--- config.mk ---
export PLATFORM = sky130hd
export DESIGN_NAME = immGen
export DESIGN_NICKNAME = d
export VERILOG_FILES = /design/src/verilog/rvCorePkg.sv /design/src/verilog/immGen.sv
export SDC_FILE = /design/constraint.sdc
export NUM_CORES = 1
export LEC_CHECK = 0
export ABC_CLOCK_PERIOD_IN_PS = 4100
export BUFFER_PORTS_ARGS = -buffer_cell sky130_fd_sc_hd__buf_2
export CAP_MARGIN = 20
export CORE_AREA = 2 2 39 41
export DETAILED_ROUTE_END_ITERATION = 16
export DIE_AREA = 0 0 41 43
export PLACE_DENSITY = 0.95
export SLEW_MARGIN = 20
export SYNTH_ARGS = -nofsm -noshare
export SYNTH_HDL_FRONTEND = slang
export SYNTH_SLANG_ARGS = --single-unit
--- constraint.sdc ---
create_clock -name vclk -period 4.1
set_clock_uncertainty 0.1 [all_clocks]
set_input_delay 0.205 -clock vclk [all_inputs]
set_output_delay 0.205 -clock vclk [all_outputs]
set_load 0.1 [all_outputs]
--- src/verilog/rvCorePkg.sv ---
// Shared constants of the RV32I core, referenced by scoped name from every RTL file
`default_nettype none

package rvCorePkg;

	// ------------------------------
	// Data and address width
	// ------------------------------
	localparam int xlen = 32;

	// ------------------------------
	// Major opcodes, instr[6:0]
	// ------------------------------
	localparam logic [6:0] opR      = 7'b0110011;
	localparam logic [6:0] opImm    = 7'b0010011;
	localparam logic [6:0] opLoad   = 7'b0000011;
	localparam logic [6:0] opStore  = 7'b0100011;
	localparam logic [6:0] opBranch = 7'b1100011;
	localparam logic [6:0] opLui    = 7'b0110111;
	localparam logic [6:0] opAuipc  = 7'b0010111;

	// ------------------------------
	// ALUOp codes from the decoder
	// ------------------------------
	localparam logic [3:0] aluR      = 4'b0000; // funct3 + funct7
	localparam logic [3:0] aluImm    = 4'b1100; // funct3, bit 30 for shifts
	localparam logic [3:0] aluLoad   = 4'b1110; // address add
	localparam logic [3:0] aluStore  = 4'b0001; // address add
	localparam logic [3:0] aluBranch = 4'b1111; // compare
	localparam logic [3:0] aluLui    = 4'b0011; // pass B
	localparam logic [3:0] aluAuipc  = 4'b0111; // PC + imm

	// Operand A source, the AuipcLui field
	localparam logic [1:0] srcPc   = 2'b00;
	localparam logic [1:0] srcZero = 2'b01;
	localparam logic [1:0] srcRs1  = 2'b10;

endpackage

`default_nettype wire

--- src/verilog/immGen.sv ---
// Immediate generator, picks the I, S, B or U field by opcode and sign-extends it
`timescale 1ns/1ns
`default_nettype none

module immGen (
	input  wire logic [31:0]                 instr,
	output logic      [rvCorePkg::xlen-1:0] imm
);

	always_comb begin
		case (instr[6:0])
			rvCorePkg::opImm,
			rvCorePkg::opLoad:
				imm = {{20{instr[31]}}, instr[31:20]}; // I
			rvCorePkg::opStore:
				imm = {{20{instr[31]}}, instr[31:25], instr[11:7]}; // S
			rvCorePkg::opBranch:
				imm = {{19{instr[31]}}, instr[31], instr[7], instr[30:25],
					instr[11:8], 1'b0}; // B, byte offset
			rvCorePkg::opLui,
			rvCorePkg::opAuipc:
				imm = {instr[31:12], 12'b0}; // U
			default:
				imm = '0; // R-type and bubbles
		endcase
	end

endmodule

`default_nettype wire

# Yosys cells after proc, flatten, opt, wreduce, memory -nomap -nowiden
# Cells that the tools add are included.
[totals]
register_bits = 0
in_bits = 32
wordCells = 9
[op_classes]
n_eq_ne = 6
n_reduce_logical = 2
n_mux = 1
[ops]
columns = ["operator", "count"]
rows = [
  ["case mux 32 bit (4 select lines)", 1],
  ["== test 7 x 5 -> 1 bit, second input constant", 2],
  ["== test 7 x 6 -> 1 bit, second input constant", 2],
  ["== test 7 x 2 -> 1 bit, second input constant", 1],
  ["== test 7 bit, second input constant", 1],
  ["OR reduction 2 bit", 2],
]

# Logic depth before layout (Yosys ltp)
[logic_depth]
word_depth = 3
mapped_depth = 5
depth_no_buf = 3

# Worst setup path before layout
# OpenSTA, ideal clock, no wires.
[synth_path]
path_kind = "input to output"
from = "in instr[5]"
to = "out imm[0] in the netlist's numbering"
path_buffers = 1
arrival_ns = 2.815
path_stages = 4
setup_slack_ns = 0.980
cell_sequence = "buf_2 nor2b_1 a21oi_1 nor3_1"
[synth_between]
elab_chain_cells = 3
word_cells_on_any_way = 9
classes_between = "eq/ne (6); mux (1); reduce/logical (2)"
[synth_rtl]
columns = ["item", "line_no", "rtl"]
rows = [
  ["start, declared", "immGen.sv:6", "input wire logic [31:0] instr,"],
  ["== test 7 x 6 -> 1 bit (tied with other cells)", "immGen.sv:11", "case (instr[6:0])"],
  ["OR reduction 2 bit", "immGen.sv:11", ""],
  ["case mux 32 bit (4 select lines) *", "immGen.sv:11", ""],
  ["end, declared", "immGen.sv:7", "output logic [rvCorePkg::xlen-1:0] imm"],
]
# Mark *: on every way between the ends. The rest lies on a longest branch, timed or not.

# Final worst setup path
[layout_path]
from = "in instr[2]"
to = "out imm[13] in the netlist's numbering"
# The elaborated chain is that of the path after synthesis.

==> run_results.csv <==
group,metric,value,unit
setup_path,critPathLaunchType,"input port",
place,io_buffer_count,64,
timing,finalHoldViolations,0,
routing,drt_iter0_markers,4,
cells_and_area,area_growth,78.5,%
cells_and_area,fillCellCount,149,
global_routing,grt_use_total,16.7,%
power_and_ir_drop,power_density,102,mW/mm2
setup_path,crit_chain,"buf_2, nand4bb_1, a2111oi_4, a21o_2, buf_2",
timing,timing.final.crit_share,62.7,%
global_routing,grt_antenna_before_repair,0,
timing,finalCriticalPeriod,2570,ps
global_routing,gr-usage-met1,19.9,%
run,max_cap_violations,0,
logic_synthesis,synth_cell_type_count,19,
timing,slew_viol_final,0,
routing,wl,1.50,mm
logic_synthesis,netlist_instances,55,
floorplan,die_w,41,um
floorplan,initial_core_util,29.4,%
clocking,postCtsHoldBufs,0,
global_routing,top_usage_layer,"met2",
global_routing,grt_pass1_vias,563,
floorplan,rows,14,
routing,via_per_inst,4.76,
cells_and_area,n_clock_buffer,0,
global_routing,use_met2,31.6,%
floorplan,core_area,0.00138,mm2
floorplan,die_area,0.00176,mm2
setup_path,crit_family,"compound AO/OA/AOI/OAI gates",
logic_synthesis,ys_warn_count,0,
global_routing,grt_max_degree,21,
place,routabilityCongestion,0.735,
timing,tightest_slew,966,ps
clocking,cts_resized,0,
power_and_ir_drop,finalPower,0.0738,mW
floorplan,die_h,43,um
setup_path,cp_common_cell,"buf_2",
cells_and_area,nets,149,
cells_and_area,drive_gt1_share,73.9,%
setup_path,cp_slowest_cell,"a2111oi_4",
logic_synthesis,yosysMostFrequentCell,"a21o_2",
routing,firstDrtPassIters,3,
logic_synthesis,avgSynthCellArea,7.39,um2
setup_path,cp.required,3800,ps
routing,dr_total_vias,623,
min_path,hp-class,"in -> out",
routing,route.detailed.drc,0,
clocking,cts_setup_buffers,0,
timing,setup_viol,0,
timing,slew_headroom,35.6,%
logic_synthesis,synth-seq-area-share,0,%
setup_path,cp-end-kind,"output port",
setup_path,critPathMaxStageDelay,940,ps
cells_and_area,n_antenna_cell,0,
global_routing,grt_pass1_wl,2.20,mm
global_routing,grt_util_met3,1.05,%
setup_path,cp.arrival,2260,ps
logic_synthesis,ys_top_cells_by_count,"a21o_2, and2_1, nor2_1",
power_and_ir_drop,ir_drop,0.0000477,V
place,dp_hpwl,1.25,mm
routing,ant_nets,0,
timing,tns,0,ps
cells_and_area,final-seq-area,0,um2
timing,clock.fmax,0.389,GHz
logic_synthesis,syn_nets,87,
floorplan,io-pin-count,64,
global_routing,overflow,0,
setup_path,crit_buf_inv,2,
power_and_ir_drop,p_leak,0.525,nW
run_status,status,"complete, no violations",
logic_synthesis,synthesis.area,407,um2
setup_path,crit_fanout,19,
cells_and_area,nFlopsAndLatches,0,
timing,rsz0062_at_grt,"no",
setup_path,crit_type,"in -> out",
logic_synthesis,synth_top_area_share,38.8,%
logic_synthesis,yosys.area.top_type,"a21o_2",
routing,routedWlPerCell,11.4,um
logic_synthesis,synth_area_leaders,"a21o_2, and2_1, a22oi_1, a2111oi_4, buf_6",
==> cell type report <==
class              count  area, um2  share of cell area, %
well taps             16       20.0                   2.76
inverters              1       3.75                  0.517
multi-input cells     49        374                   51.6
repair buffers        65        328                   45.2
==> power breakdown <==
part | internal [mW] | switching (mW)
clock | 0 | 0
combinational | 0.0214 | 0.0524
sequential | 0 | 0
==> cells in the final DEF (no fill, tap or decap) <==
cell / synthesis / routed
nand4bb_1: 1 / 1
buf_2: 1 / 64
nor2_1: 5 / 5
nor4_2: 0 / 1
a211oi_1: 2 / 2
nor3_1: 1 / 1
nor2b_1: 3 / 3
o21a_1: 2 / 2
a21o_1: 1 / 1
a21oi_1: 1 / 1
inv_1: 1 / 1
nand3_1: 1 / 1
and2_1: 6 / 6
a22oi_1: 4 / 4
a21o_2: 18 / 18
buf_4: 0 / 1
nand2_1: 2 / 2
a2111oi_4: 1 / 1
==> metal layers <==
| layer | share of wire (%) | up-vias |
|---|---|---|
| li1 | - | 325 |
| met1 | 38 | 254 |
| met2 | 49 | 44 |
| met3 | 13 | 0 |
| met4 | 0 | 0 |
| met5 | 0 | - |
==> tightest hold or removal path, cell delays in order <==
cell	delay (ps)
buf_2	110
o21a_1	90
buf_2	280
==> cell families (layout without fill, tap and decap cells) <==
kind of cell    count (synthesis)  after routing  share of synthesized area, %
compound gates                 29             29                          63.4
buf+inv                         6             66                          9.54
simple gates                   20             20                          27.1
==> worst paths after layout <==
path                      start       to  slack (ps)  depth (start not counted)
worst max-delay path   instr[2]  imm[13]        1530                          5
worst min-delay path  instr[31]  imm[31]         790                          3
==> metrics by stage <==
step	setup WS [ps]	util, %	hold WS [ps]	cell area [um2]	cells
floorplan	980	-	664	407	55
global placement	1600	52.4	788	726	131
detailed placement	1510	52.4	785	726	131
CTS	1500	52.4	787	726	131
global route	1360	52.4	800	726	131
finish	1530	52.4	787	726	131
Note: power is estimated with default switching activity, not from simulation.
