### src/verilog/rvCorePkg.sv
// Shared constants of the RV32I core, referenced by scoped name from every RTL file
`default_nettype none

package rvCorePkg;

	// ------------------------------
	// Data and address width
	// ------------------------------
	localparam int xlen = 32;

	// ------------------------------
	// Major opcodes, instr[6:0]
	// ------------------------------
	localparam logic [6:0] opR      = 7'b0110011;
	localparam logic [6:0] opImm    = 7'b0010011;
	localparam logic [6:0] opLoad   = 7'b0000011;
	localparam logic [6:0] opStore  = 7'b0100011;
	localparam logic [6:0] opBranch = 7'b1100011;
	localparam logic [6:0] opLui    = 7'b0110111;
	localparam logic [6:0] opAuipc  = 7'b0010111;

	// ------------------------------
	// ALUOp codes from the decoder
	// ------------------------------
	localparam logic [3:0] aluR      = 4'b0000; // funct3 + funct7
	localparam logic [3:0] aluImm    = 4'b1100; // funct3, bit 30 for shifts
	localparam logic [3:0] aluLoad   = 4'b1110; // address add
	localparam logic [3:0] aluStore  = 4'b0001; // address add
	localparam logic [3:0] aluBranch = 4'b1111; // compare
	localparam logic [3:0] aluLui    = 4'b0011; // pass B
	localparam logic [3:0] aluAuipc  = 4'b0111; // PC + imm

	// Operand A source, the AuipcLui field
	localparam logic [1:0] srcPc   = 2'b00;
	localparam logic [1:0] srcZero = 2'b01;
	localparam logic [1:0] srcRs1  = 2'b10;

endpackage

`default_nettype wire

### src/verilog/dataMem.sv
// Word-addressed data memory, synchronous read and clocked write
`timescale 1ns/1ns
`default_nettype none

module dataMem #(
	parameter int dataDepth = 64
) (
	input  wire logic                       clk,
	input  wire logic                       re,
	input  wire logic                       we,
	input  wire logic [rvCorePkg::xlen-3:0] addr, // word address
	input  wire logic [rvCorePkg::xlen-1:0] wdata,
	output logic      [rvCorePkg::xlen-1:0] rdata
);

	localparam int aw = $clog2(dataDepth);

	logic [rvCorePkg::xlen-1:0] mem [dataDepth];

	always_ff @(posedge clk) begin
		if (we)
			mem[addr[aw-1:0]] <= wdata;
		if (re)
			rdata <= mem[addr[aw-1:0]]; // valid next cycle
	end

	// Program must keep its data inside the array, no wrap-around
	inRange: assert property (@(posedge clk) (re || we) |-> (addr < dataDepth));

endmodule

`default_nettype wire

### config.mk
export PLATFORM = sky130hd
export DESIGN_NAME = dataMem
export DESIGN_NICKNAME = d
export VERILOG_FILES = /design/src/verilog/rvCorePkg.sv /design/src/verilog/dataMem.sv
export SDC_FILE = /design/constraint.sdc
export NUM_CORES = 2
export LEC_CHECK = 0
export BUFFER_PORTS_ARGS = -buffer_cell sky130_fd_sc_hd__buf_2
export CORE_MARGIN = 2
export CORE_UTILIZATION = 65
export DETAILED_ROUTE_END_ITERATION = 12
export HOLD_SLACK_MARGIN = 0.05
export PLACE_DENSITY = 0.82
export SKIP_LAST_GASP = 1
export SYNTH_ARGS = -nofsm -noshare
export SYNTH_HDL_FRONTEND = slang
export SYNTH_SLANG_ARGS = --single-unit
### constraint.sdc
create_clock -name clk -period 8.75 [get_ports clk]
set_input_delay 1.3125 -clock clk [delete_from_list [all_inputs] [get_ports clk]]
set_output_delay 1.3125 -clock clk [all_outputs]
set_load 0.05 [all_outputs]
# Word level (Yosys, flattened, before mapping)
# Memory sizes are Yosys's and may differ from the RTL's. A register that Yosys moved wholly into a read port is not among the register bits.
# Index checks and enable logic that the tools add are counted.
# word_totals
reg_bits,0
mem_bits_rw,2048
n_memories,1
out_inout_bits,32
word_cells,3
# mem_list
memory,depth,width,read_ports,rd_ports_with_merged_regs,wr,line,source
mem,64,32,1,1,1,dataMem.sv:18,logic [rvCorePkg::xlen-1:0] mem [dataDepth];
# op_classes
mux,2
# op_table
operator,n
1-bit 2-to-1 mux,2

# Depth between registers and ports, before layout
# logic_depth
ltp_word,2
ltp_mapped,13

# Least setup slack after synthesis
# No wires, ideal clock.
# synth_path
path_kind,input port to flip-flop
start,in addr[2] (netlist name)
end,mem mem[15][0] (netlist name) (enable)
required_time_ns,8.329
setup_ns,0.421
stages,8
path_slack_ns,4.199
arrival_ns,4.130
cell_sequence,buf_2 -> buf_2 -> buf_2 -> buf_2 -> buf_2 -> buf_2 -> nand3_1 -> nor2_1
# synth_lines
item,line,source
"start, declared",dataMem.sv:11,"input wire logic [rvCorePkg::xlen-3:0] addr,"
"end, declared",dataMem.sv:18,
# Straight into the memory's write port.

==> metrics.csv <==
stage,metric,value,unit
outcome,outcome,"complete, but fails checks",
outcome,failing checks,"max-capacitance violations, max-slew violations",
detailed_routing,1st-pass router iterations,7,
worst_setup_path,CP Launch Type,primary input,
synth,commonest register cell after synthesis,edfxtp_1,
synth,Syn. warnings,0,
floorplan,Ports,97,
synth,number of synthesized flops with an enable pin,2080,
placed_design,PortBufs,72,
worst_setup_path,Critical Path End Type,flip-flop,
worst_setup_path,Worst Path Required,9.14,ns
global_route,initial antenna violation count,12,
worst_setup_path,r2r startpoint,mem[45][22]$_DFFE_PP_,
synth,synthesized area per cell,18.7,um^2
synth,largest area contributor in the netlist,edfxtp_1,
floorplan,die area,125000,um^2
flow_run,max_cap viols,1,
floorplan,Initial Util,0.653,
clocking,clock latency on the worst-skew pair,0.83,ns
placed_design,last weighted congestion value of the routability-driven placer,0.857,
synth,"top cells by area, synth","edfxtp_1, mux2i_1, mux4_2",
detailed_routing,DRT iter0 DRCs,7384,
worst_setup_path,Critical Path Fanout Max,64,
cells_and_area,fin cells,6124,
clocking,H-Tree Level Count,4,
timing,fmax,0.202,GHz
clocking,number of hold buffers added after CTS,0,
clocking,Post CTS Setup Buffer Count,0,
timing,Final Slew Violations,1,
floorplan,Rows,128,
timing,relative slew slack,-0.00233,
pwr,leakage power,0.0282,uW
detailed_routing,final WL,206,mm
hold_path,Hold Crit Class,reg -> reg,
cells_and_area,layout cells sized above 1,0.175,
synth,Async SR Flop Fraction,0,
timing,fin crit period,4.96,ns
synth,"Distinct cells, synth",55,
cells_and_area,most frequent cells in the layout,"edfxtp_1, mux2i_1, clkbuf_16",
cells_and_area,area delta synth->final,10.9,%
global_route,vias in the first global route,44400,
worst_setup_path,critical path arrival,5.35,ns
global_route,largest net degree at the start of global routing,139,
clocking,Resized Gates After CTS,0,
synth,sequential fraction of the synthesis area,0.788,
worst_setup_path,WS Path Type,in -> reg,
timing,final hold vios,0,
timing,fin worst setup slack,3.79,ns
clocking,CTS tree,yes,
placed_design,placed cells,5769,
synth,"Net Count, Synth",4304,
synth,post-synthesis register bit count,2080,
cells_and_area,"commonest non-fill, non-tap cell in the layout",edfxtp_1,
global_route,first-pass GRT wire length,297,mm
pwr,P per Cell Area,228,nW/um^2
floorplan,height of the die,353,um
timing,Setup TNS,0,ns
detailed_routing,WL per Instance,33.7,um
detailed_routing,Post-DRT Antenna Nets,0,
detailed_routing,routed vias,44400,
global_route,GRT Total Usage,0.330,
clocking,worst-case clock buffer depth,3,
synth,Post-Syn Area,79200,um^2
hold_path,Worst Hold Depth,3,
timing,worst-case clock skew,0.0374,ns
timing,Setup-failing EPs final,0,
clocking,TritonCTS Buffers,191,
worst_setup_path,FF-to-FF End,rdata[22]$_DFFE_PP_,
placed_design,Post-Place Setup Slack,3.17,ns
floorplan,core area,121000,um^2
timing,period utilisation layout,0.566,
placed_design,dpl hpwl,108,mm
cells_and_area,fin nets,4405,
detailed_routing,DRC errors left,0,
floorplan,die width,353,um
pwr,peak supply drop,225,uV
clocking,clk sinks,2080,
hold_path,Hold Path End,rdata[13]$_DFFE_PP_,
detailed_routing,Via density,7.25,
synth,Cells after Synth,4239,
synth,top cell type's share of synthesized area,0.788,
worst_setup_path,Register-to-Register Path Depth,5,
cells_and_area,Fillers,6685,
clocking,clock slew at reported path FFs,0.06,ns
worst_setup_path,flop2flop setup slack,5.87,ns
timing,Tightest Pin Transition,1.47,ns
hold_path,worst hold start,mem[32][13]$_DFFE_PP_,
clocking,root buf cell,clkbuf_16,
global_route,GR Overflow Total,0,
timing,RSZ-0062 raised after global routing,no,
## cells in the mapped netlist, types with 15 or more instances
cell type,number
nor2_1,145
o22ai_1,93
clkbuf_1,168
a21oi_1,121
a221oi_1,175
nand2b_1,18
mux2i_1,259
o21ai_0,84
buf_1,33
o22a_1,70
buf_2,83
o2bb2ai_1,15
a31oi_1,43
a211oi_1,17
nand3_1,54
and3_1,85
a22o_1,66
or4_1,15
a2111oi_0,15
a221o_1,15
mux4_2,96
nor3_1,22
a22oi_1,188
edfxtp_1,2080
mux2_2,147
a222oi_1,16
nand2_1,28
## sequential cells by signal, indices dropped and copies added (netlist names)
| register | count |
|---|---|
| mem | 2048 |
| rdata | 32 |
## cells by family after synthesis
logic type | count (synthesis) | share of synthesized area
compound gates | 933 | 0.0863
buf+inv | 300 | 0.0168
flops | 2080 | 0.788
mux | 502 | 0.0809
simple gates | 424 | 0.0279
## stage by stage
step	instance area, um^2	utilization	hold slack, ns	power, uW
final	87900	0.724	0.701	20100
after global routing	87900	0.724	0.757	20500
after CTS	87900	0.724	0.693	20100
after detailed placement	82000	0.675	0.674	12300
after global placement	82000	0.675	0.661	12300
after floorplan	79200	-	0.640	11900
## worst max-delay path: stages
cell       delay, ns
buf_8           0.46
buf_4           0.80
nor2b_4         0.07
buf_4           0.36
buf_4           0.48
a22oi_1         0.29
o311ai_0        0.14
a2111oi_0       0.73
nand4_1         0.53
## layout make-up
cell class	count	area, um^2	area share
clock inverters	113	878	0.00999
clock buffers	235	4990	0.0567
diodes	4	10.0	0.000114
flip-flops and latches	2080	62500	0.711
well taps	1625	2030	0.0231
repair buffers	206	1440	0.0164
multi-input cells	1859	16100	0.183
inverters	2	15.0	0.000171
## worst max path at each step
stage / from / depth (start not counted) / to
floorplan: addr[2] / 8 / mem[15][0]$_DFFE_PP_
global placement: addr[0] / 9 / rdata[0]$_DFFE_PP_
detailed placement: addr[0] / 9 / rdata[0]$_DFFE_PP_
CTS: addr[0] / 8 / rdata[24]$_DFFE_PP_
global route: addr[0] / 9 / rdata[0]$_DFFE_PP_
finish: addr[0] / 9 / rdata[0]$_DFFE_PP_
## power breakdown
group          internal (uW)  total (uW)  switching, uW
Clock                   4370        7920           3550
Combinational            301        1060            760
Sequential             11100       11100           34.8
Total                  15700       20100           4350
## layer usage
metal | up-vias | share of wire | track usage
li1 | 17800 | - | -
met1 | 22100 | 0.33 | 0.427
met2 | 3731 | 0.47 | 0.512
met3 | 762 | 0.14 | 0.0851
met4 | 14 | 0.066 | 0.196
met5 | - | 0.00041 | 0
(Power assumes the default switching activity.)
