## config.mk

```make
export PLATFORM = sky130hd
export DESIGN_NAME = mainControl
export DESIGN_NICKNAME = d
export VERILOG_FILES = /design/src/verilog/rvCorePkg.sv /design/src/verilog/mainControl.sv
export SDC_FILE = /design/constraint.sdc
export NUM_CORES = 1
export LEC_CHECK = 0
export BUFFER_PORTS_ARGS = -buffer_cell sky130_fd_sc_hd__buf_2
export CAP_MARGIN = 20
export CORE_AREA = 2 2 39 41
export DETAILED_ROUTE_END_ITERATION = 10
export DIE_AREA = 0 0 41 43
export SLEW_MARGIN = 20
export SYNTH_ARGS = -nofsm -noshare
export SYNTH_HDL_FRONTEND = slang
export SYNTH_SLANG_ARGS = --single-unit
```

## constraint.sdc

```tcl
create_clock -name vclk -period 1.35
set_input_delay 0.27 -clock vclk [all_inputs]
set_output_delay 0.27 -clock vclk [all_outputs]
set_load 0.005 [all_outputs]
```

## src/verilog/rvCorePkg.sv

```systemverilog
// Shared constants of the RV32I core, referenced by scoped name from every RTL file
`default_nettype none

package rvCorePkg;

	// ------------------------------
	// Data and address width
	// ------------------------------
	localparam int xlen = 32;

	// ------------------------------
	// Major opcodes, instr[6:0]
	// ------------------------------
	localparam logic [6:0] opR      = 7'b0110011;
	localparam logic [6:0] opImm    = 7'b0010011;
	localparam logic [6:0] opLoad   = 7'b0000011;
	localparam logic [6:0] opStore  = 7'b0100011;
	localparam logic [6:0] opBranch = 7'b1100011;
	localparam logic [6:0] opLui    = 7'b0110111;
	localparam logic [6:0] opAuipc  = 7'b0010111;

	// ------------------------------
	// ALUOp codes from the decoder
	// ------------------------------
	localparam logic [3:0] aluR      = 4'b0000; // funct3 + funct7
	localparam logic [3:0] aluImm    = 4'b1100; // funct3, bit 30 for shifts
	localparam logic [3:0] aluLoad   = 4'b1110; // address add
	localparam logic [3:0] aluStore  = 4'b0001; // address add
	localparam logic [3:0] aluBranch = 4'b1111; // compare
	localparam logic [3:0] aluLui    = 4'b0011; // pass B
	localparam logic [3:0] aluAuipc  = 4'b0111; // PC + imm

	// Operand A source, the AuipcLui field
	localparam logic [1:0] srcPc   = 2'b00;
	localparam logic [1:0] srcZero = 2'b01;
	localparam logic [1:0] srcRs1  = 2'b10;

endpackage

`default_nettype wire

```

## src/verilog/mainControl.sv

```systemverilog
// Main control decoder, opcode to datapath controls, squashed to a bubble on hazard
`timescale 1ns/1ns
`default_nettype none

module mainControl (
	input  wire logic       clk,         // assertion sampling only
	input  wire logic       arstN,
	input  wire logic [6:0] instruction, // opcode field
	input  wire logic       hazard,      // squash current instruction
	output logic            Branch,
	output logic            MemRead,
	output logic            MemtoReg,
	output logic            MemWrite,
	output logic            RegWrite,
	output logic            ALUSrc,
	output logic [3:0]      ALUOp,
	output logic [1:0]      AuipcLui
);

	always_comb begin
		// Bubble values, also used for unknown opcodes
		Branch   = 1'b0;
		MemRead  = 1'b0;
		MemtoReg = 1'b0;
		MemWrite = 1'b0;
		RegWrite = 1'b0;
		ALUSrc   = 1'b0;
		ALUOp    = rvCorePkg::aluR;
		AuipcLui = rvCorePkg::srcPc;
		if (!hazard) begin
			case (instruction)
				rvCorePkg::opR: begin
					RegWrite = 1'b1;
					ALUOp    = rvCorePkg::aluR;
					AuipcLui = rvCorePkg::srcRs1;
				end
				rvCorePkg::opImm: begin
					RegWrite = 1'b1;
					ALUSrc   = 1'b1;
					ALUOp    = rvCorePkg::aluImm;
					AuipcLui = rvCorePkg::srcRs1;
				end
				rvCorePkg::opLoad: begin
					MemRead  = 1'b1; // loads only
					MemtoReg = 1'b1; // loads only
					RegWrite = 1'b1;
					ALUSrc   = 1'b1;
					ALUOp    = rvCorePkg::aluLoad;
					AuipcLui = rvCorePkg::srcRs1;
				end
				rvCorePkg::opStore: begin
					MemWrite = 1'b1;
					ALUSrc   = 1'b1;
					ALUOp    = rvCorePkg::aluStore;
					AuipcLui = rvCorePkg::srcRs1;
				end
				rvCorePkg::opBranch: begin
					Branch   = 1'b1;
					ALUOp    = rvCorePkg::aluBranch; // rs1 vs rs2
					AuipcLui = rvCorePkg::srcRs1;
				end
				rvCorePkg::opLui: begin
					RegWrite = 1'b1;
					ALUSrc   = 1'b1;
					ALUOp    = rvCorePkg::aluLui;
					AuipcLui = rvCorePkg::srcZero;
				end
				rvCorePkg::opAuipc: begin
					RegWrite = 1'b1;
					ALUSrc   = 1'b1;
					ALUOp    = rvCorePkg::aluAuipc;
					AuipcLui = rvCorePkg::srcPc; // PC-relative
				end
				default: ; // stays a bubble
			endcase
		end
	end

	// Controls must resolve even for a squashed or unloaded fetch word
	ctrlKnown: assert property (@(posedge clk) disable iff (!arstN)
		!$isunknown({Branch, MemRead, MemtoReg, MemWrite, RegWrite, ALUSrc, ALUOp, AuipcLui}));

endmodule

`default_nettype wire

```

Word level (Yosys, flattened, before mapping)
Cells that the tools add are included.

cells by class
  add/sub/neg operators = 0
  $mul = 0
  div/mod/pow operators = 0
  magnitude comparators = 0
  equal/unequal tests = 7
  shift operators = 0
  mux-type cells = 14
  bitwise operators = 0
  reductions and logical operators = 3

operator list
  kind                                                  number
  one-hot mux 4 bit (6 select lines)                    1
  equality test 7 x 6 -> 1 bit (second input constant)  3
  OR reduction 5 bit                                    3
  equality test 7 x 5 -> 1 bit (second input constant)  2
  two-way mux 1 bit                                     10
  equality test 7 x 2 -> 1 bit (second input constant)  1
  equality test 7 bit (second input constant)           1
  two-way mux 4 bit                                     1
  one-hot mux 2 bit (2 select lines)                    1
  two-way mux 2 bit                                     1

storage, ports and cells
  bits in registers = 0
  latch bits = 0
  bits in writable memories = 0
  ROM bits = 0
  word-level logic and storage cells = 24
  memories kept = 0

Longest topological paths before layout
  depth in word-level cells = 4
  gate-level depth with buffers = 4
  depth with buffers taken out = 3

Worst setup path before layout
No wires, ideal clock.

  path kind = input-to-output
  start = in instruction[3]
  end = out MemtoReg
  arrival = 1.135 ns
  required time = 1.080 ns
  setup slack = -0.055 ns
  stages on the path = 4
  buffers on the path = 1
  cell sequence = and4bb_2 -> nand2b_1 -> nor4_1 -> buf_4

on the way
  longest elaborated chain between the ends = 3

RTL lines
  element                         RTL line           source
  start: declaration              mainControl.sv:8   input wire logic [6:0] instruction,
  equality test 7 x 2 -> 1 bit    n/a
  two-way mux 1 bit (2 in a row)  n/a
  end: declaration                mainControl.sv:12  output logic MemtoReg,

No other way between the ends.

Worst setup path in the final report
  start = in instruction[6]
  end = out ALUOp[1]

on the way
  longest elaborated chain between the ends = 3
  elaborated cells between the ends (all ways) = 8
  those cells by class = eq/ne (6); mux (2)

RTL lines
  element                                                     RTL line           source
  equality test 7 x 5 -> 1 bit, or another cell as far along  mainControl.sv:31  case (instruction)
  one-hot mux 4 bit (6 select lines) (*)                      mainControl.sv:31
  two-way mux 4 bit (*)                                       mainControl.sv:30  if (!hazard) begin
  end: declaration                                            mainControl.sv:16  output logic [3:0] ALUOp,

Every way passes the cells marked *; elsewhere a longest branch is shown, timed or not.

==> flow_summary.ini <==
[status]
status = finished with violations
violations = setup timing

[job]
cap_violations = 0

[layout]
regArea_um2 = 0
layout_commonest_cell = buf_2
drive_above_1_share = 0.625
final_cell_mix = buf_2, buf_4, nor2_1, buf_6, nor3_1
final_cells = 72
multi_input_area_um2 = 205
nets = 68
fillers = 157
syn_to_final_growth_pct = 114
nClkBuffers = 0
utilization = 0.298
antenna_cells = 0
nFlopsAndLatches = 0

[timing]
max_slew_margin = 0.834
setup_violations = 1
slew_violations = 0
max_freq_mhz = 728
fin_ws_ns = -0.0241
min_period_ns = 1.37
worst_slew_pin_slew_ns = 0.248
rsz0062_at_grt = yes
fin_crit_sh = 1.02
finalSetupTns_ns = -0.0241
hold_viol_final = 0

[power]
cellPowerDensity_nw_per_um2 = 198
ir_drop_mv = 0.0784
p_leak_nw = 0.199
power.total_uw = 81.9

[logic_synthesis]
synth_area_um2 = 193
synth_cell_types = 19
syn_inst = 32
avgSynthCellArea_um2 = 6.02
synth_warnings = 0
seq_area_frac_synth = 0
syn-num-nets = 42

[detailed_routing]
vias = 317
wl_per_cell_um = 10.0
dr.pass1.iters = 2
drc_errors = 0
avgViaCountPerCell = 4.40
ant_nets = 0
routed_wl_um = 721
drt_first_iter_violations = 3

[min_path]
hp-class = primary input to primary output

[floorplanning]
placementRows = 14
die_w_um = 41
fp.dieH_um = 43
boundaryPins = 22
core-area_um2 = 1380
fp.dieArea_um2 = 1760
start_util = 0.139

[placed_design]
port_buffers = 20
dp_hpwl_um = 571
place_inst = 72
place.gp.congestion = 0.753

[grt]
track_usage = 0.0709
grt_overflow_total = 0
antenna_found_initial = 0
grt_max_degree = 10
grt_pass1_vias = 234
grt_pass1_wl_um = 959

[setup_path]
cp.buffers_inverters = 2
worstSetupEndpointType = primary output
cp_data_required_time_ns = 1.08
slowest_stage = a211o_1
startpoint_type = primary input
cpLargestDelayFamily = compound AO/OA/AOI/OAI gates
critPathKind = primary input to primary output
critPathMaxFanout = 4
crit_chain = buf_6, or2_1, a211o_1, a21oi_2, buf_2
timing.critical_path.arrival_ns = 1.10
cp_slowest_stage_delay_ns = 0.27

[clock_tree]
cts_hold_buf = 0
==> Yosys cell counts, drive strengths merged <==
library cell	number	area (um^2)
nand3	1	5.00
a21oi	3	18.8
a211o	1	8.76
nor3	4	20.0
nand3b	2	15.0
clkbuf	1	3.75
nor2	6	22.5
buf	2	18.8
nand2b	2	12.5
o21a	2	15.0
nand2	1	3.75
nor4	1	6.26
a211oi	1	7.51
inv	2	7.51
a2111oi	1	8.76
or2	1	6.26
and4bb	1	12.5
==> path summary, 6_finish.rpt <==
check                     startpoint  endpoint  slack [ns]  cells past startpoint
worst max-delay path  instruction[6]  ALUOp[1]       -0.02                      5
worst min-delay path  instruction[4]  MemtoReg        0.87                      3
==> per-layer routing <==
layer | track usage | vias up | share of wire
met5 | 0 | - | 0
met4 | 0 | 0 | 0
met3 | 0.00524 | 0 | 0.093
met2 | 0.116 | 12 | 0.48
met1 | 0.104 | 140 | 0.43
li1 | - | 165 | -
==> metrics by stage <==
| stage | hold slack (ns) | area, um^2 | setup slack, ns |
|---|---|---|---|
| 4_1_cts | 0.887 | 402 | -0.0543 |
| 6_report | 0.867 | 413 | -0.0241 |
| 3_5_place_dp | 0.881 | 349 | -0.0718 |
| 2_1_floorplan | 0.568 | 199 | 0.0421 |
| 3_3_place_gp | 0.872 | 349 | -0.0649 |
| 5_1_grt | 0.891 | 413 | -0.0622 |
==> cell families (layout without fill, tap and decap cells) <==
group / count (synthesis) / after routing / share of synthesized area
buffers and inverters: 5 / 29 / 0.156
AND/OR/NAND/NOR: 19 / 19 / 0.539
AO/OA/AOI/OAI: 8 / 8 / 0.305
==> layout make-up <==
type / count / share of cell area
Multi-Input combinational cell: 27 / 0.497
Tap cell: 16 / 0.0485
Timing Repair Buffer: 27 / 0.436
Inverter: 2 / 0.0182
==> what timing repair did <==
item,CTS,global route
gates resized for setup,7,4
buffers inserted,1,0
pin swaps,3,5
endpoints found under the hold margin,0,0
endpoints found under the setup margin,5,8
==> where the power goes <==
part	switching (mW)	internal, mW	leakage (nW)
Sequential	0	0	0
Combinational	0.0385	0.0434	0.199
Clock	0	0	0
Total	0.0385	0.0434	0.199
Note: power is estimated with default switching activity, not from simulation.
