## src/verilog/rvCorePkg.sv

```systemverilog
// Shared constants of the RV32I core, referenced by scoped name from every RTL file
`default_nettype none

package rvCorePkg;

	// ------------------------------
	// Data and address width
	// ------------------------------
	localparam int xlen = 32;

	// ------------------------------
	// Major opcodes, instr[6:0]
	// ------------------------------
	localparam logic [6:0] opR      = 7'b0110011;
	localparam logic [6:0] opImm    = 7'b0010011;
	localparam logic [6:0] opLoad   = 7'b0000011;
	localparam logic [6:0] opStore  = 7'b0100011;
	localparam logic [6:0] opBranch = 7'b1100011;
	localparam logic [6:0] opLui    = 7'b0110111;
	localparam logic [6:0] opAuipc  = 7'b0010111;

	// ------------------------------
	// ALUOp codes from the decoder
	// ------------------------------
	localparam logic [3:0] aluR      = 4'b0000; // funct3 + funct7
	localparam logic [3:0] aluImm    = 4'b1100; // funct3, bit 30 for shifts
	localparam logic [3:0] aluLoad   = 4'b1110; // address add
	localparam logic [3:0] aluStore  = 4'b0001; // address add
	localparam logic [3:0] aluBranch = 4'b1111; // compare
	localparam logic [3:0] aluLui    = 4'b0011; // pass B
	localparam logic [3:0] aluAuipc  = 4'b0111; // PC + imm

	// Operand A source, the AuipcLui field
	localparam logic [1:0] srcPc   = 2'b00;
	localparam logic [1:0] srcZero = 2'b01;
	localparam logic [1:0] srcRs1  = 2'b10;

endpackage

`default_nettype wire

```

## src/verilog/regFile.sv

```systemverilog
// Integer register file with two combinational reads and one clocked write, where x0 stays zero
`timescale 1ns/1ns
`default_nettype none

module regFile (
	input  wire logic                       clk,
	input  wire logic                       arstN,
	input  wire logic [4:0]                 rs1Addr,
	input  wire logic [4:0]                 rs2Addr,
	input  wire logic                       we,
	input  wire logic [4:0]                 rdAddr,
	input  wire logic [rvCorePkg::xlen-1:0] rdData,
	output logic      [rvCorePkg::xlen-1:0] rs1Data,
	output logic      [rvCorePkg::xlen-1:0] rs2Data
);

	logic [rvCorePkg::xlen-1:0] regs [32];

	always_ff @(posedge clk or negedge arstN) begin
		if (!arstN) begin
			for (int i = 0; i < 32; i++)
				regs[i] <= '0;
		end else if (we && rdAddr != 5'd0) begin // x0 is read-only
			regs[rdAddr] <= rdData;
		end
	end

	// Slot 0 keeps its reset value, so reads of x0 give zero
	assign rs1Data = regs[rs1Addr];
	assign rs2Data = regs[rs2Addr];

	x0Zero: assert property (@(posedge clk) disable iff (!arstN) regs[0] == '0);

endmodule

`default_nettype wire

```

## config.mk

```make
export PLATFORM = sky130hd
export DESIGN_NAME = regFile
export DESIGN_NICKNAME = d
export VERILOG_FILES = /design/src/verilog/rvCorePkg.sv /design/src/verilog/regFile.sv
export SDC_FILE = /design/constraint.sdc
export NUM_CORES = 2
export LEC_CHECK = 0
export ABC_CLOCK_PERIOD_IN_PS = 3000
export BUFFER_PORTS_ARGS = -buffer_cell sky130_fd_sc_hd__buf_4
export CAP_MARGIN = 15
export CORE_MARGIN = 4
export CORE_UTILIZATION = 40
export DETAILED_ROUTE_END_ITERATION = 16
export PLACE_DENSITY = 0.52
export SYNTH_ARGS = -nofsm -noshare
export SYNTH_HDL_FRONTEND = slang
export SYNTH_SLANG_ARGS = --single-unit
```

## constraint.sdc

```tcl
create_clock -name clk -period 3 [get_ports clk]
set_clock_uncertainty 0.2 [all_clocks]
set_input_delay 0.75 -clock clk [delete_from_list [all_inputs] [get_ports clk]]
set_output_delay 0.75 -clock clk [all_outputs]
set_load 0.02 [all_outputs]
```

Word-level counts from Yosys, hierarchy flattened:

Index checks and enable logic that the tools add are counted.

* bits in writable memories: 0
* register bits after elaboration: 1024
* latch bits: 0
* memories: 0
* input bits: 50
* word-level logic and storage cells: 51
* output and inout bits: 64
* bits in read-only memories: 0

* multiplexer cells: 9
* magnitude comparators: 4
* multipliers: 0
* divide/modulo/power cells: 0
* reduce and logical (&&, ||, !) cells: 3
* bitwise gates (word level): 3
* add/subtract/negate cells: 0
* eq/ne operators: 0
* shifts and indexed selects: 0

Operator list (count)
* $bwmux W1024: 1
* $bmux W32 S5: 2
* $demux W32 S5: 1
* $mux W32: 5
* $ge A6 B6 Y1 const B: 3
* $not A5 Y6: 3
* $lt A6 B1 Y1 const B: 1
* $reduce_bool A5 Y1: 1
* $logic_and A1 B1 Y1: 2

Longest topological paths before layout:

* depth in word-level cells: 6
* gate-level depth with buffers: 8
* depth with buffers taken out: 5

Worst setup path before layout:

No wires, ideal clock.

* path kind: input-to-output
* start point: input port rs1Addr[1]
* end point: output port rs1Data[11] (netlist bit)
* stages: 8
* arrival time: 2064 ps
* path buffers: 4
* required time: 2050 ps
* path slack: -14 ps
* path through: buf_2 > buf_4 > buf_2 > buf_2 > mux2i_1 > nand2_1 > a31oi_1 > nand3_1

* longest elaborated chain between the ends: 4

Ends and longest elaborated chain
* start: declaration: RTL line regFile.sv:8 `input wire logic [4:0] rs1Addr,`
* $not A5 Y6 (not written as such): RTL line regFile.sv:29 `assign rs1Data = regs[rs1Addr];`
* $bmux W32 S5: RTL line regFile.sv:29
* $mux W32 (not written as such) (2 in series): RTL line regFile.sv:29
* end: declaration: RTL line regFile.sv:13 `output logic [rvCorePkg::xlen-1:0] rs1Data,`

Every way passes these cells. The select of a mux whose other input is x is not followed.

Worst setup path in the final report:

* start point: input port rs2Addr[2]
* end point: output port rs2Data[23] (netlist bit)

* longest elaborated chain between the ends: 4

Ends and longest elaborated chain
* start: declaration: RTL line regFile.sv:9 `input wire logic [4:0] rs2Addr,`
* $not A5 Y6 (not written as such): RTL line regFile.sv:30 `assign rs2Data = regs[rs2Addr];`
* $bmux W32 S5: RTL line regFile.sv:30
* $mux W32 (not written as such) (2 in series): RTL line regFile.sv:30
* end: declaration: RTL line regFile.sv:14 `output logic [rvCorePkg::xlen-1:0] rs2Data`

Every way passes these cells. The select of a mux whose other input is x is not followed.

==> results.md <==
Finish:
- The register with the highest flop count is regs.
- The area growth from synthesis to layout is 32.04%.
- In the layout the commonest cells are 1,024 x dfrtp_1, 968 x mux2i_1, 953 x mux2_2.
- The fraction of layout instances using a drive strength above 1 is approximately 46%.
- In the final layout, the registers with the most flip-flops are regs x1024.
- The library cell used most frequently in the layout, excluding fill and tap cells, is dfrtp_1.
- The fraction of the core area covered by cells at the end of the flow is a little over half.
- The multi-input combinational cells in the finished layout cover a total of around 30,000 um2.
- The register area is about 26,000 um2.
- The final instance area is 73,860 um2.
- The register with the most flip-flops in the layout has ~1,000 of them.
- The count of fill cells added during filler insertion is 11,790.
- The final layout net count is between 5,000 and 6,000.

Floorplan:
- The effective utilization at floorplan is about two fifths.
- After floorplanning, the core was sized to cover around 140,000 um2.
- After floorplanning, the core was divided into about 140 placement rows.
- The die covers about 150,000 um2.
- The die is between 300 and 400 um wide.
- The die boundary height is approximately 380 um.
- For this design the top-level I/O count stands at approximately 110.

Drt:
- The number of nets with antenna violations after routing is 0.
- The final routed wirelength across all metal layers is ~200,000 um.
- Dividing the detail-routed wire length by the instance count gives ~29 um.
- The number of vias per cell is ~5.9.
- In this run, the number of DRC markers left after iteration 0 of detailed routing was ~3,200.
- The first-pass detailed-route iteration total is 8.
- The total number of vias is ~41,000.
- The DRC violation count after routing is 0.

Clock network:
- Counting along the longest clock path gives a buffer depth of 3.
- The register clock-pin slew on the reported worst setup and hold paths is 0.06 ns.
- The root buffer cell chosen for the clock tree is clkbuf_16.
- At the later pin of the worst-skew pair, clock insertion delay measures between 0.7 and 0.8 ns.
- The number of clock buffers added by TritonCTS is around 120.
- The TritonCTS clock tree is built.
- The H-tree was split into 3 levels.
- CTS saw approximately 1,000 sinks.

Pwr:
- The peak supply drop is around 0.51 mV.
- The power spent charging and discharging nets is 12,720 uW.
- The internal power contribution is 31,120 uW.
- Sequential cells account for between 40% and 50% of the total power.
- Of the total power, the share spent switching nets is slightly below 30%.
- Dividing total power by cell area gives a power density of 593.5 nW/um2.
- The share of total power dissipated in combinational logic is 23.1%.
- The relative contribution of the clock network to total power is about 35%.
- In this run the static leakage power is 0.03442 uW.
- Total power for the finished layout comes to about 44,000 uW.

Synth:
- Summing every instance area after synthesis gives 55,940 um2.
- The number of nets in the synthesized netlist is approximately 4,700.
- The count of synthesis-stage warnings from yosys is 0.
- Synthesis inferred slightly above 1,000 register bits.
- Sorting the synthesized cells by area gives the leading types as dfrtp_1 46%, mux2_2 19%, mux2i_1 18%.
- The post-synthesis average cell area is 12.16 um2.
- The share of Yosys cell area claimed by the top area cell type is between 40% and 50%.
- Sequential elements use between 40% and 50% of the synthesized area.
- The cell count after synthesis is 4,601.
- The number of distinct standard cells referenced by the synthesized netlist is 28.
- The synthesized design spends more area on one cell type than any other, namely dfrtp_1.

Critical path:
- The startpoint identified for the worst register-to-register timing path is regs[971].
- The reg-to-reg endpoint is regs[971].
- The path depth of the worst reg2reg path is 2.
- The worst setup path is launched from a primary input.
- At the worst endpoint, the arrival time is roughly 2.4 ns.
- The setup slack of the most critical reg-to-reg path is 1.92 ns.
- For the worst setup path, the data required time is roughly 2 ns.
- The classification of the worst setup path is in -> out.
- Of all nets on the critical path, the largest fanout is 6.
- The worst setup path is captured at an output port.

Timing:
- At the pin with the least slew margin, the transition time is between 0.8 and 0.9 ns.
- The hold violation count in the final report is 0.
- Setup violations remaining at the end of the flow were counted as between 60 and 70.
- After layout, the worst path uses 110.4% of the clock period.
- The time the worst path needs with I/O delays and setup is 3.312 ns.
- The worst max-slew margin expressed relative to the limit is 43.33%.
- Setup repair after global routing could not meet its margin everywhere.
- The final-report max-slew violation count was 0.
- Hold timing on the final database bottoms out at a slack of around 0.20 ns.
- The summed negative setup slack over all endpoints is -13.03 ns.
- Based on the critical path, the design can be clocked at up to 302.0 MHz.
- The worst setup margin is -0.3117 ns.

Placed design:
- The number of buffers added on ports is 113.
- Detailed placement finished with a half-perimeter wire length of ~120,000 um.
- After detailed placement, the total cell area comes to ~63,000 um2.
- The routability-driven placement congestion ratio is between 0.8 and 0.9.

Global route:
- The total grt overflow is 0.
- The number of global-route vias before repair is ~42,000.
- Entering global routing, the biggest net connects 97 pins.
- The overall track demand over capacity in global routing is a little over a quarter.
- The initial antenna violation count is 6.
- The first global-routing pass estimated 295,600 um of wire.

Worst hold path:
- The startpoint of the tightest hold check path is regs[1013].
- The worst hold path was traced through 0 stages.
- The worst hold path terminates at regs[1013].
- The tightest min-delay check is of the reg -> reg type.

Run status:
- The final reports fail on negative setup slack.
- The flow ran to the end, but the final reports show violations.

Job:
- The tool flagged a number of max-cap violations equal to 0.
-- power groups by stage --
stage                     clock (uW)  combinational (uW)  sequential [uW]
after floorplan                    0                5920            18000
after global placement             0                8380            18500
after detailed placement           0                8540            18600
after CTS                      15500                9630            18400
after global routing           16000               10900            18900
final                          15200               10100            18500
-- per-stage QoR --
stage,cells,worst slack (ns)
6_report,7057,-0.3117
5_1_grt,7057,-0.3578
4_1_cts,6990,-0.3438
3_5_place_dp,6599,-0.5790
3_3_place_gp,6599,-0.5713
2_1_floorplan,4601,-0.01365
-- what timing repair did --
| item | CTS | global route |
|---|---|---|
| setup buffers | 152 | 87 |
| setup endpoints to repair | 64 | 64 |
| pin swaps | 171 | 238 |
| hold buffers | 1 | 0 |
| hold endpoints to repair | 22 | 0 |
| gates cloned | 47 | 25 |
| resized for setup | 500 | 302 |
-- logic make-up (layout without fill, tap and decap cells) --
kind of cell           count (synthesis)  in the layout  synth area share [%]
AOI/OAI and AO/OA                    576            576                 7.014
other                                  0              1                     0
DFF                                 1024           1024                 45.81
and+or+nand+nor                      512            512                 4.395
muxes                               2016           2016                 38.29
buffers and inverters                473           1065                 4.496
-- final cells by class --
type / count / area share (%)
Antenna cell: 1 / 0.003388
Timing Repair Buffer: 856 / 15.86
Clock buffer: 177 / 4.833
Clock inverter: 32 / 0.6589
Sequential cell: 1024 / 34.69
Tap cell: 1863 / 3.156
Multi-Input combinational cell: 3104 / 40.80
-- synth_stat cells (all sizes together) --
master	instances
nor3	65
a31oi	64
dfrtp	1024
nor2b	4
nand2	210
or3b	1
or2	3
nand3b	4
buf	249
nand3	194
nor3b	4
mux2i	1024
and3	1
a22o	128
clkbuf	224
and3b	1
a22oi	192
mux2	992
nor2	19
and2	2
a21oi	192
nand2b	4
-- worst max path at each step --
| stage | from | to | slack (ns) | depth (start not counted) |
|---|---|---|---|---|
| CTS | rs2Addr[2] | rs2Data[0] | -0.34 | 11 |
| global route | rs2Addr[2] | rs2Data[31] | -0.36 | 11 |
| floorplan | rs1Addr[1] | rs1Data[11] | -0.01 | 8 |
| finish | rs2Addr[2] | rs2Data[23] | -0.31 | 11 |
| global placement | rs2Addr[1] | rs2Data[13] | -0.57 | 8 |
| detailed placement | rs2Addr[1] | rs2Data[13] | -0.58 | 8 |
-- critical path, cell delays in order --
cell and delay (ns):
buf_12 0.09, nor2b_4 0.20, buf_12 0.15, buf_12 0.11, buf_16 0.14, a22o_1 0.14, nor3_1 0.05, a31oi_1 0.18
nand3_1 0.21, buf_6 0.20, buf_6 0.12
-- layer usage --
layer | track usage [%] | routed length (um)
met4 | 7.277 | 5137
met2 | 42.78 | 93500
met3 | 3.432 | 10710
met5 | 0 | 12
met1 | 39.36 | 95580
Note: power is estimated with default switching activity, not from simulation.
