### src/verilog/rvCorePkg.sv
// Shared constants of the RV32I core, referenced by scoped name from every RTL file
`default_nettype none

package rvCorePkg;

	// ------------------------------
	// Data and address width
	// ------------------------------
	localparam int xlen = 32;

	// ------------------------------
	// Major opcodes, instr[6:0]
	// ------------------------------
	localparam logic [6:0] opR      = 7'b0110011;
	localparam logic [6:0] opImm    = 7'b0010011;
	localparam logic [6:0] opLoad   = 7'b0000011;
	localparam logic [6:0] opStore  = 7'b0100011;
	localparam logic [6:0] opBranch = 7'b1100011;
	localparam logic [6:0] opLui    = 7'b0110111;
	localparam logic [6:0] opAuipc  = 7'b0010111;

	// ------------------------------
	// ALUOp codes from the decoder
	// ------------------------------
	localparam logic [3:0] aluR      = 4'b0000; // funct3 + funct7
	localparam logic [3:0] aluImm    = 4'b1100; // funct3, bit 30 for shifts
	localparam logic [3:0] aluLoad   = 4'b1110; // address add
	localparam logic [3:0] aluStore  = 4'b0001; // address add
	localparam logic [3:0] aluBranch = 4'b1111; // compare
	localparam logic [3:0] aluLui    = 4'b0011; // pass B
	localparam logic [3:0] aluAuipc  = 4'b0111; // PC + imm

	// Operand A source, the AuipcLui field
	localparam logic [1:0] srcPc   = 2'b00;
	localparam logic [1:0] srcZero = 2'b01;
	localparam logic [1:0] srcRs1  = 2'b10;

endpackage

`default_nettype wire

### src/verilog/alu.sv
// Integer ALU of the execute stage, with branch condition evaluation
`timescale 1ns/1ns
`default_nettype none

module alu (
	input  wire logic                       clk,   // assertion sampling only
	input  wire logic                       arstN,
	input  wire logic [3:0]                 aluOp,
	input  wire logic [2:0]                 funct3,
	input  wire logic                       funct7b5, // instr[30]
	input  wire logic [rvCorePkg::xlen-1:0] a,
	input  wire logic [rvCorePkg::xlen-1:0] b,
	output logic      [rvCorePkg::xlen-1:0] result,
	output logic                            branchFlag
);

	logic [4:0] shamt;
	logic       altOp; // sub or sra selected

	assign shamt = b[4:0];
	// Bit 30 means sub only for R-type, for immediates only on shifts
	assign altOp = funct7b5 && (aluOp == rvCorePkg::aluR || funct3 == 3'b101);

	always_comb begin
		case (aluOp)
			rvCorePkg::aluR,
			rvCorePkg::aluImm: begin
				case (funct3)
					3'b000:  result = altOp ? a - b : a + b;
					3'b001:  result = a << shamt;
					3'b010:  result = {31'b0, $signed(a) < $signed(b)};
					3'b011:  result = {31'b0, a < b};
					3'b100:  result = a ^ b;
					3'b101:  result = altOp ? $unsigned($signed(a) >>> shamt) : a >> shamt;
					3'b110:  result = a | b;
					default: result = a & b;
				endcase
			end
			rvCorePkg::aluLui:    result = b;
			rvCorePkg::aluBranch: result = a - b; // not written back
			default:              result = a + b; // load, store, auipc
		endcase
	end

	// Condition only matters for aluBranch
	always_comb begin
		case (funct3)
			3'b000:  branchFlag = (a == b);                   // beq
			3'b001:  branchFlag = (a != b);                   // bne
			3'b100:  branchFlag = ($signed(a) < $signed(b));  // blt
			3'b101:  branchFlag = ($signed(a) >= $signed(b)); // bge
			3'b110:  branchFlag = (a < b);                    // bltu
			3'b111:  branchFlag = (a >= b);                   // bgeu
			default: branchFlag = 1'b0;
		endcase
	end

	// Decoder drives a defined op once the fetch register is out of reset
	aluOpKnown: assert property (@(posedge clk) disable iff (!arstN) !$isunknown(aluOp));

endmodule

`default_nettype wire

### config.mk
export PLATFORM = sky130hd
export DESIGN_NAME = alu
export DESIGN_NICKNAME = d
export VERILOG_FILES = /design/src/verilog/rvCorePkg.sv /design/src/verilog/alu.sv
export SDC_FILE = /design/constraint.sdc
export NUM_CORES = 1
export LEC_CHECK = 0
export BUFFER_PORTS_ARGS = -buffer_cell sky130_fd_sc_hd__clkbuf_2
export CORE_ASPECT_RATIO = 2
export CORE_MARGIN = 2
export CORE_UTILIZATION = 45
export DETAILED_ROUTE_END_ITERATION = 10
export PLACE_DENSITY = 0.71
export REMOVE_ABC_BUFFERS = 1
export SYNTH_ARGS = -nofsm -noshare
export SYNTH_HDL_FRONTEND = slang
export SYNTH_SLANG_ARGS = --single-unit
### constraint.sdc
create_clock -name vclk -period 6.99
set_input_delay 0.3495 -clock vclk [all_inputs]
set_output_delay 0.3495 -clock vclk [all_outputs]
set_load 0.02 [all_outputs]
# ---- Word level (Yosys, flattened, before mapping)
# Cells that the tools add are included.
dict set report word_totals {
  ff_bits 0
  word_cells 34
  out_inout_bits 33
  inputBits 74
}
dict set report classes {
  eq_ne 12
  bitwise_logic 3
  n_reduce_logical 5
  shifts 3
  n_lt_le_gt_ge 4
  n_addsub 2
  muxes 5
}
# op n
set op_table {}
lappend op_table {{32-bit one-hot mux with 7 select lines} 1}
lappend op_table {{32-bit one-hot mux with 3 select lines} 1}
lappend op_table {{32-bit greater-or-equal comparator} 2}
lappend op_table {{32-bit less-than comparator} 2}
lappend op_table {{32-bit 2-to-1 mux} 2}
lappend op_table {{32-bit adder} 1}
lappend op_table {{32-bit AND} 1}
lappend op_table {{32-bit equality test} 1}
lappend op_table {{32-bit inequality test} 1}
lappend op_table {{32-bit bitwise OR} 1}
lappend op_table {{32-bit by 5-bit left shift with 32-bit output} 1}
lappend op_table {{32-bit by 5-bit right shift with 32-bit output} 1}
lappend op_table {{32-bit by 5-bit >>> shifter with 32-bit output} 1}
lappend op_table {{32-bit subtractor} 1}
lappend op_table {{32-bit XOR} 1}
lappend op_table {{3-bit equality test, second input constant} 4}
lappend op_table {{4-bit equality test, second input constant} 2}
lappend op_table {{3-bit by 2-bit equality test with 1-bit output, second input constant} 2}
lappend op_table {{1-bit one-hot mux with 6 select lines} 1}
lappend op_table {{4-bit by 2-bit equality test with 1-bit output, second input constant} 1}
lappend op_table {{4-bit logical NOT} 1}
lappend op_table {{3-bit by 1-bit equality test with 1-bit output, second input constant} 1}
lappend op_table {{3-bit logical NOT} 1}
lappend op_table {{2-bit OR reduction} 1}
lappend op_table {{other kinds (2)} 2}

# ---- Longest topological paths before layout
dict set report depth {
  word_depth 6
  mapped_depth 16
  ltp_nobuf 13
}

# ---- Worst setup path before layout
# OpenSTA, ideal clock, no wires.
dict set report synth_path {
  kind {input to output}
  from {input port b[2] (netlist bit)}
  to {output port branchFlag}
  required_ps 6641
  path_stages 16
  arrival_ps 3665
  setup_slack_ps 2976
  n_path_buf 4
  cell_sequence {clkbuf_1 > inv_2 > buf_2 > buf_1 > ha_1 > buf_4 > o21bai_1 > a21oi_2 > o221ai_2 > a21oi_4 > o21ai_4 > nor4b_4 > nor3b_2 > a41oi_2 > o311ai_1 > a221oi_2}
}
dict set report synth_between {
  elab_chain_cells 2
  word_cells_on_any_way 7
  classes_between {4 x order compare; 2 x eq/ne; 1 x mux}
}
# item line_no
set synth_lines {}
lappend synth_lines {{from (decl)} alu.sv:12} ;# input wire logic [rvCorePkg::xlen-1:0] b,
lappend synth_lines {{32-bit greater-or-equal comparator (tied with other cells)} alu.sv:53} ;# 3'b111: branchFlag = (a >= b);
lappend synth_lines {{1-bit one-hot mux with 6 select lines (*)} alu.sv:47} ;# case (funct3)
lappend synth_lines {{to (decl)} alu.sv:14} ;# output logic branchFlag
# Every way passes the cells marked *; elsewhere a longest branch is shown, timed or not.

# ---- Worst setup path in the final report
dict set report layout_path {
  from {input port b[1] (netlist bit)}
  to {output port result[29] (netlist bit)}
}
dict set report layout_between {
  elab_chain_cells 4
  word_cells_on_any_way 9
  classes_between {2 x add/sub; 3 x shift; 4 x mux}
}
# item line_no
set layout_lines {}
lappend layout_lines {{32-bit adder (tied with other cells)} {alu.sv:29, alu.sv:41}}
lappend layout_lines {{32-bit 2-to-1 mux (on tied branches)} {alu.sv:29, alu.sv:34}}
lappend layout_lines {{32-bit one-hot mux with 7 select lines} alu.sv:28} ;# case (funct3)
lappend layout_lines {{32-bit one-hot mux with 3 select lines (*)} alu.sv:25} ;# case (aluOp)
lappend layout_lines {{to (decl)} alu.sv:13} ;# output logic [rvCorePkg::xlen-1:0] result,
# Marks and branches as above.

==> flow_metrics.py <==
metrics = {
    "worst_setup_path": {
        "worstSetupPathType": "in2out",
        "cp-end-kind": "output pin",
        "required_ps": 6640,
        "cp-endpoint": "result[29]",
        "worstPathMaxFanout": 41,
        "cp-start-kind": "input pin",
        "crit_start": "b[1]",
        "crit_arrival_ps": 5180,
    },
    "placed_design": {
        "place_congestion": 1.07,
        "place_ws_ps": 1800,
        "dp_hpwl_mm": 41.8,
        "place.port_buffers": 105,
        "dpl.cell_count": 1884,
    },
    "route": {
        "antenna_left": 0,
        "routedWlPerCell_um": 29.8,
        "first_pass_iters": 6,
        "wl_mm": 56.2,
        "num_vias": 13745,
        "initialDrtViolationCount": 1679,
        "drc": 0,
        "vias_per_cell": 7.30,
    },
    "synthesis": {
        "syn_avg_cell_area_um2": 6.56,
        "ys_seq_area_frac": 0,
        "synth_top_family_by_area": "compound AO/OA/AOI/OAI gates",
        "yosys.area_share.xor_xnor": 0.0302,
        "synth-compound-area-share": 0.415,
        "synth_warnings": 0,
        "synthesis.area_um2": 10500,
        "synth_cells": 1593,
        "synthMuxAreaShare": 0.129,
        "synth-simple-area-share": 0.202,
        "synth_cell_type_count": 96,
        "synthAdderAreaFrac": 0.132,
    },
    "power_and_ir_drop": {
        "p_int_mw": 0.365,
        "power_leakage_nw": 4.75,
        "p_seq_frac": 0,
        "p_switching_mw": 0.752,
        "peakVddDrop_v": 0.0000723,
        "p_sw_frac": 0.673,
        "power_density_nw_per_um2": 101,
        "comb_power_share": 1.000,
        "clock_power_share": 0,
    },
    "timing": {
        "finalCritPeriodShare": 0.791,
        "finalSetupViolCount": 0,
        "rsz0062_at_grt": "false",
        "slew_headroom": 0.0643,
        "drv_slew": 0,
        "fin_setup_tns_ps": 0,
        "hold_viol_final": 0,
        "tightestPinTransition_ps": 1390,
        "worst_slack_ps": 1460,
        "fmax_mhz": 181,
        "post-route-min-period_ps": 5530,
    },
    "die": {
        "initial_utilization": 0.460,
        "dieArea_um2": 24500,
        "placementRows": 78,
        "die_w_um": 112,
        "core_area_um2": 22700,
        "ios": 107,
        "die_h_um": 220,
    },
    "global_route": {
        "antenna_found_initial": 0,
        "grt_remaining_overflow": 0,
        "grt_max_degree": 81,
        "grt_pass1_vias": 13069,
        "grt_pass1_wl_mm": 82.6,
        "gr-usage-all-layers": 0.440,
    },
    "layout": {
        "seq_cells": 0,
        "layout-drive-gt1-share": 0.153,
        "seq_area_um2": 0,
        "num-fill-cells": 2463,
        "layout_commonest_cell": "a21oi_1",
        "diodes": 0,
        "instances_no_fill": 1884,
        "fin_nets": 1789,
        "area_growth_pct": 5.70,
        "final_cell_mix": "186 x a21oi_1, 151 x nor2_1, 147 x nand2_1",
        "clkbuf_count": 0,
    },
    "hold_path": {
        "min_path_type": "in2out",
        "hold_path_startpoint": "b[23]",
    },
    "clock_network": {
        "cts_setup_buffers": 0,
        "post_cts_resized": 0,
        "hold_buffers": 0,
    },
    "flow_run": {
        "max_cap_violations": 0,
    },
    "status": {
        "outcome": "finished clean",
    },
}
[cells in the mapped netlist, types with 10 or more instances]
cell        n  area (um2)
a211oi_1   33         248
a21o_1     29         218
a21oi_1   187         936
a221o_1    11         110
a221oi_1   13         114
a22oi_1    21         158
a31oi_1    23         144
buf_1      18        67.6
buf_2      33         165
buf_4      12        90.1
clkbuf_1   62         233
ha_1      107        1340
inv_1      95         357
inv_2      11        41.3
mux2_2     19         214
mux2i_1    56         561
mux4_2     25         563
nand2_1   147         552
nand2b_1   17         106
nand3_1    36         180
nor2_1    153         574
nor2b_1    12        75.1
nor3_1     23         115
o211ai_1   38         285
o21ai_0   125         626
o21ai_1    25         125
o221ai_1   19         166
o22ai_1    13        81.3
o31ai_1    18         135
or3_1      10        62.6
xnor2_1    30         263
[metal layers]
metal | global-route usage | share of wire | vias up
met5 | 0 | 0 | -
met4 | 0.412 | 0.12 | 0
met3 | 0.0787 | 0.090 | 389
met2 | 0.749 | 0.47 | 1020
met1 | 0.450 | 0.32 | 6365
li1 | - | - | 5971
[critical path, stage by stage]
cell      delay (ps)
buf_4            390
inv_1            450
ha_1             490
a211oi_1         510
o211ai_1         480
and3b_1          360
a221oi_2         480
o211ai_1         390
a21oi_1          540
a21oi_1          130
nand3_1          110
a21oi_1           60
nor3_1           210
clkbuf_2         210
[power by group through the flow]
stage | Sequential (mW) | Clock [mW] | Combinational [mW]
global route | 0 | 0 | 1.18
global placement | 0 | 0 | 1.06
finish | 0 | 0 | 1.12
floorplan | 0 | 0 | 0.668
CTS | 0 | 0 | 1.07
detailed placement | 0 | 0 | 1.07
[area by class of cell]
class                      instances  area [um2]  area share
tap                              280         350      0.0317
inverter                         106         398      0.0360
multi-input combinational       1361        9530       0.862
timing repair buffer             137         771      0.0698
[cell families (layout without fill, tap and decap cells)]
logic type	Yosys count	in the layout
XOR/XNOR	36	36
buffers and inverters	232	243
AO/OA/AOI/OAI	660	660
multiplexers	101	101
AND/OR/NAND/NOR	455	455
adder cells (fa/ha/maj)	109	109
[worst min path at each step]
stage,cells after the start,to
after floorplan,1,branchFlag
after global placement,4,result[23]
after detailed placement,4,result[23]
after CTS,4,result[21]
after global routing,4,result[23]
final,4,result[23]
[stage by stage]
step / utilization / instance area [um2] / hold slack, ps / total power [mW]
6_report: 0.486 / 11000 / 1080 / 1.12
5_1_grt: 0.486 / 11000 / 1100 / 1.18
4_1_cts: 0.486 / 11000 / 1080 / 1.07
3_5_place_dp: 0.486 / 11000 / 1070 / 1.07
3_3_place_gp: 0.486 / 11000 / 1050 / 1.06
2_1_floorplan: - / 9880 / 778 / 0.668
Note: power is estimated with default switching activity, not from simulation.
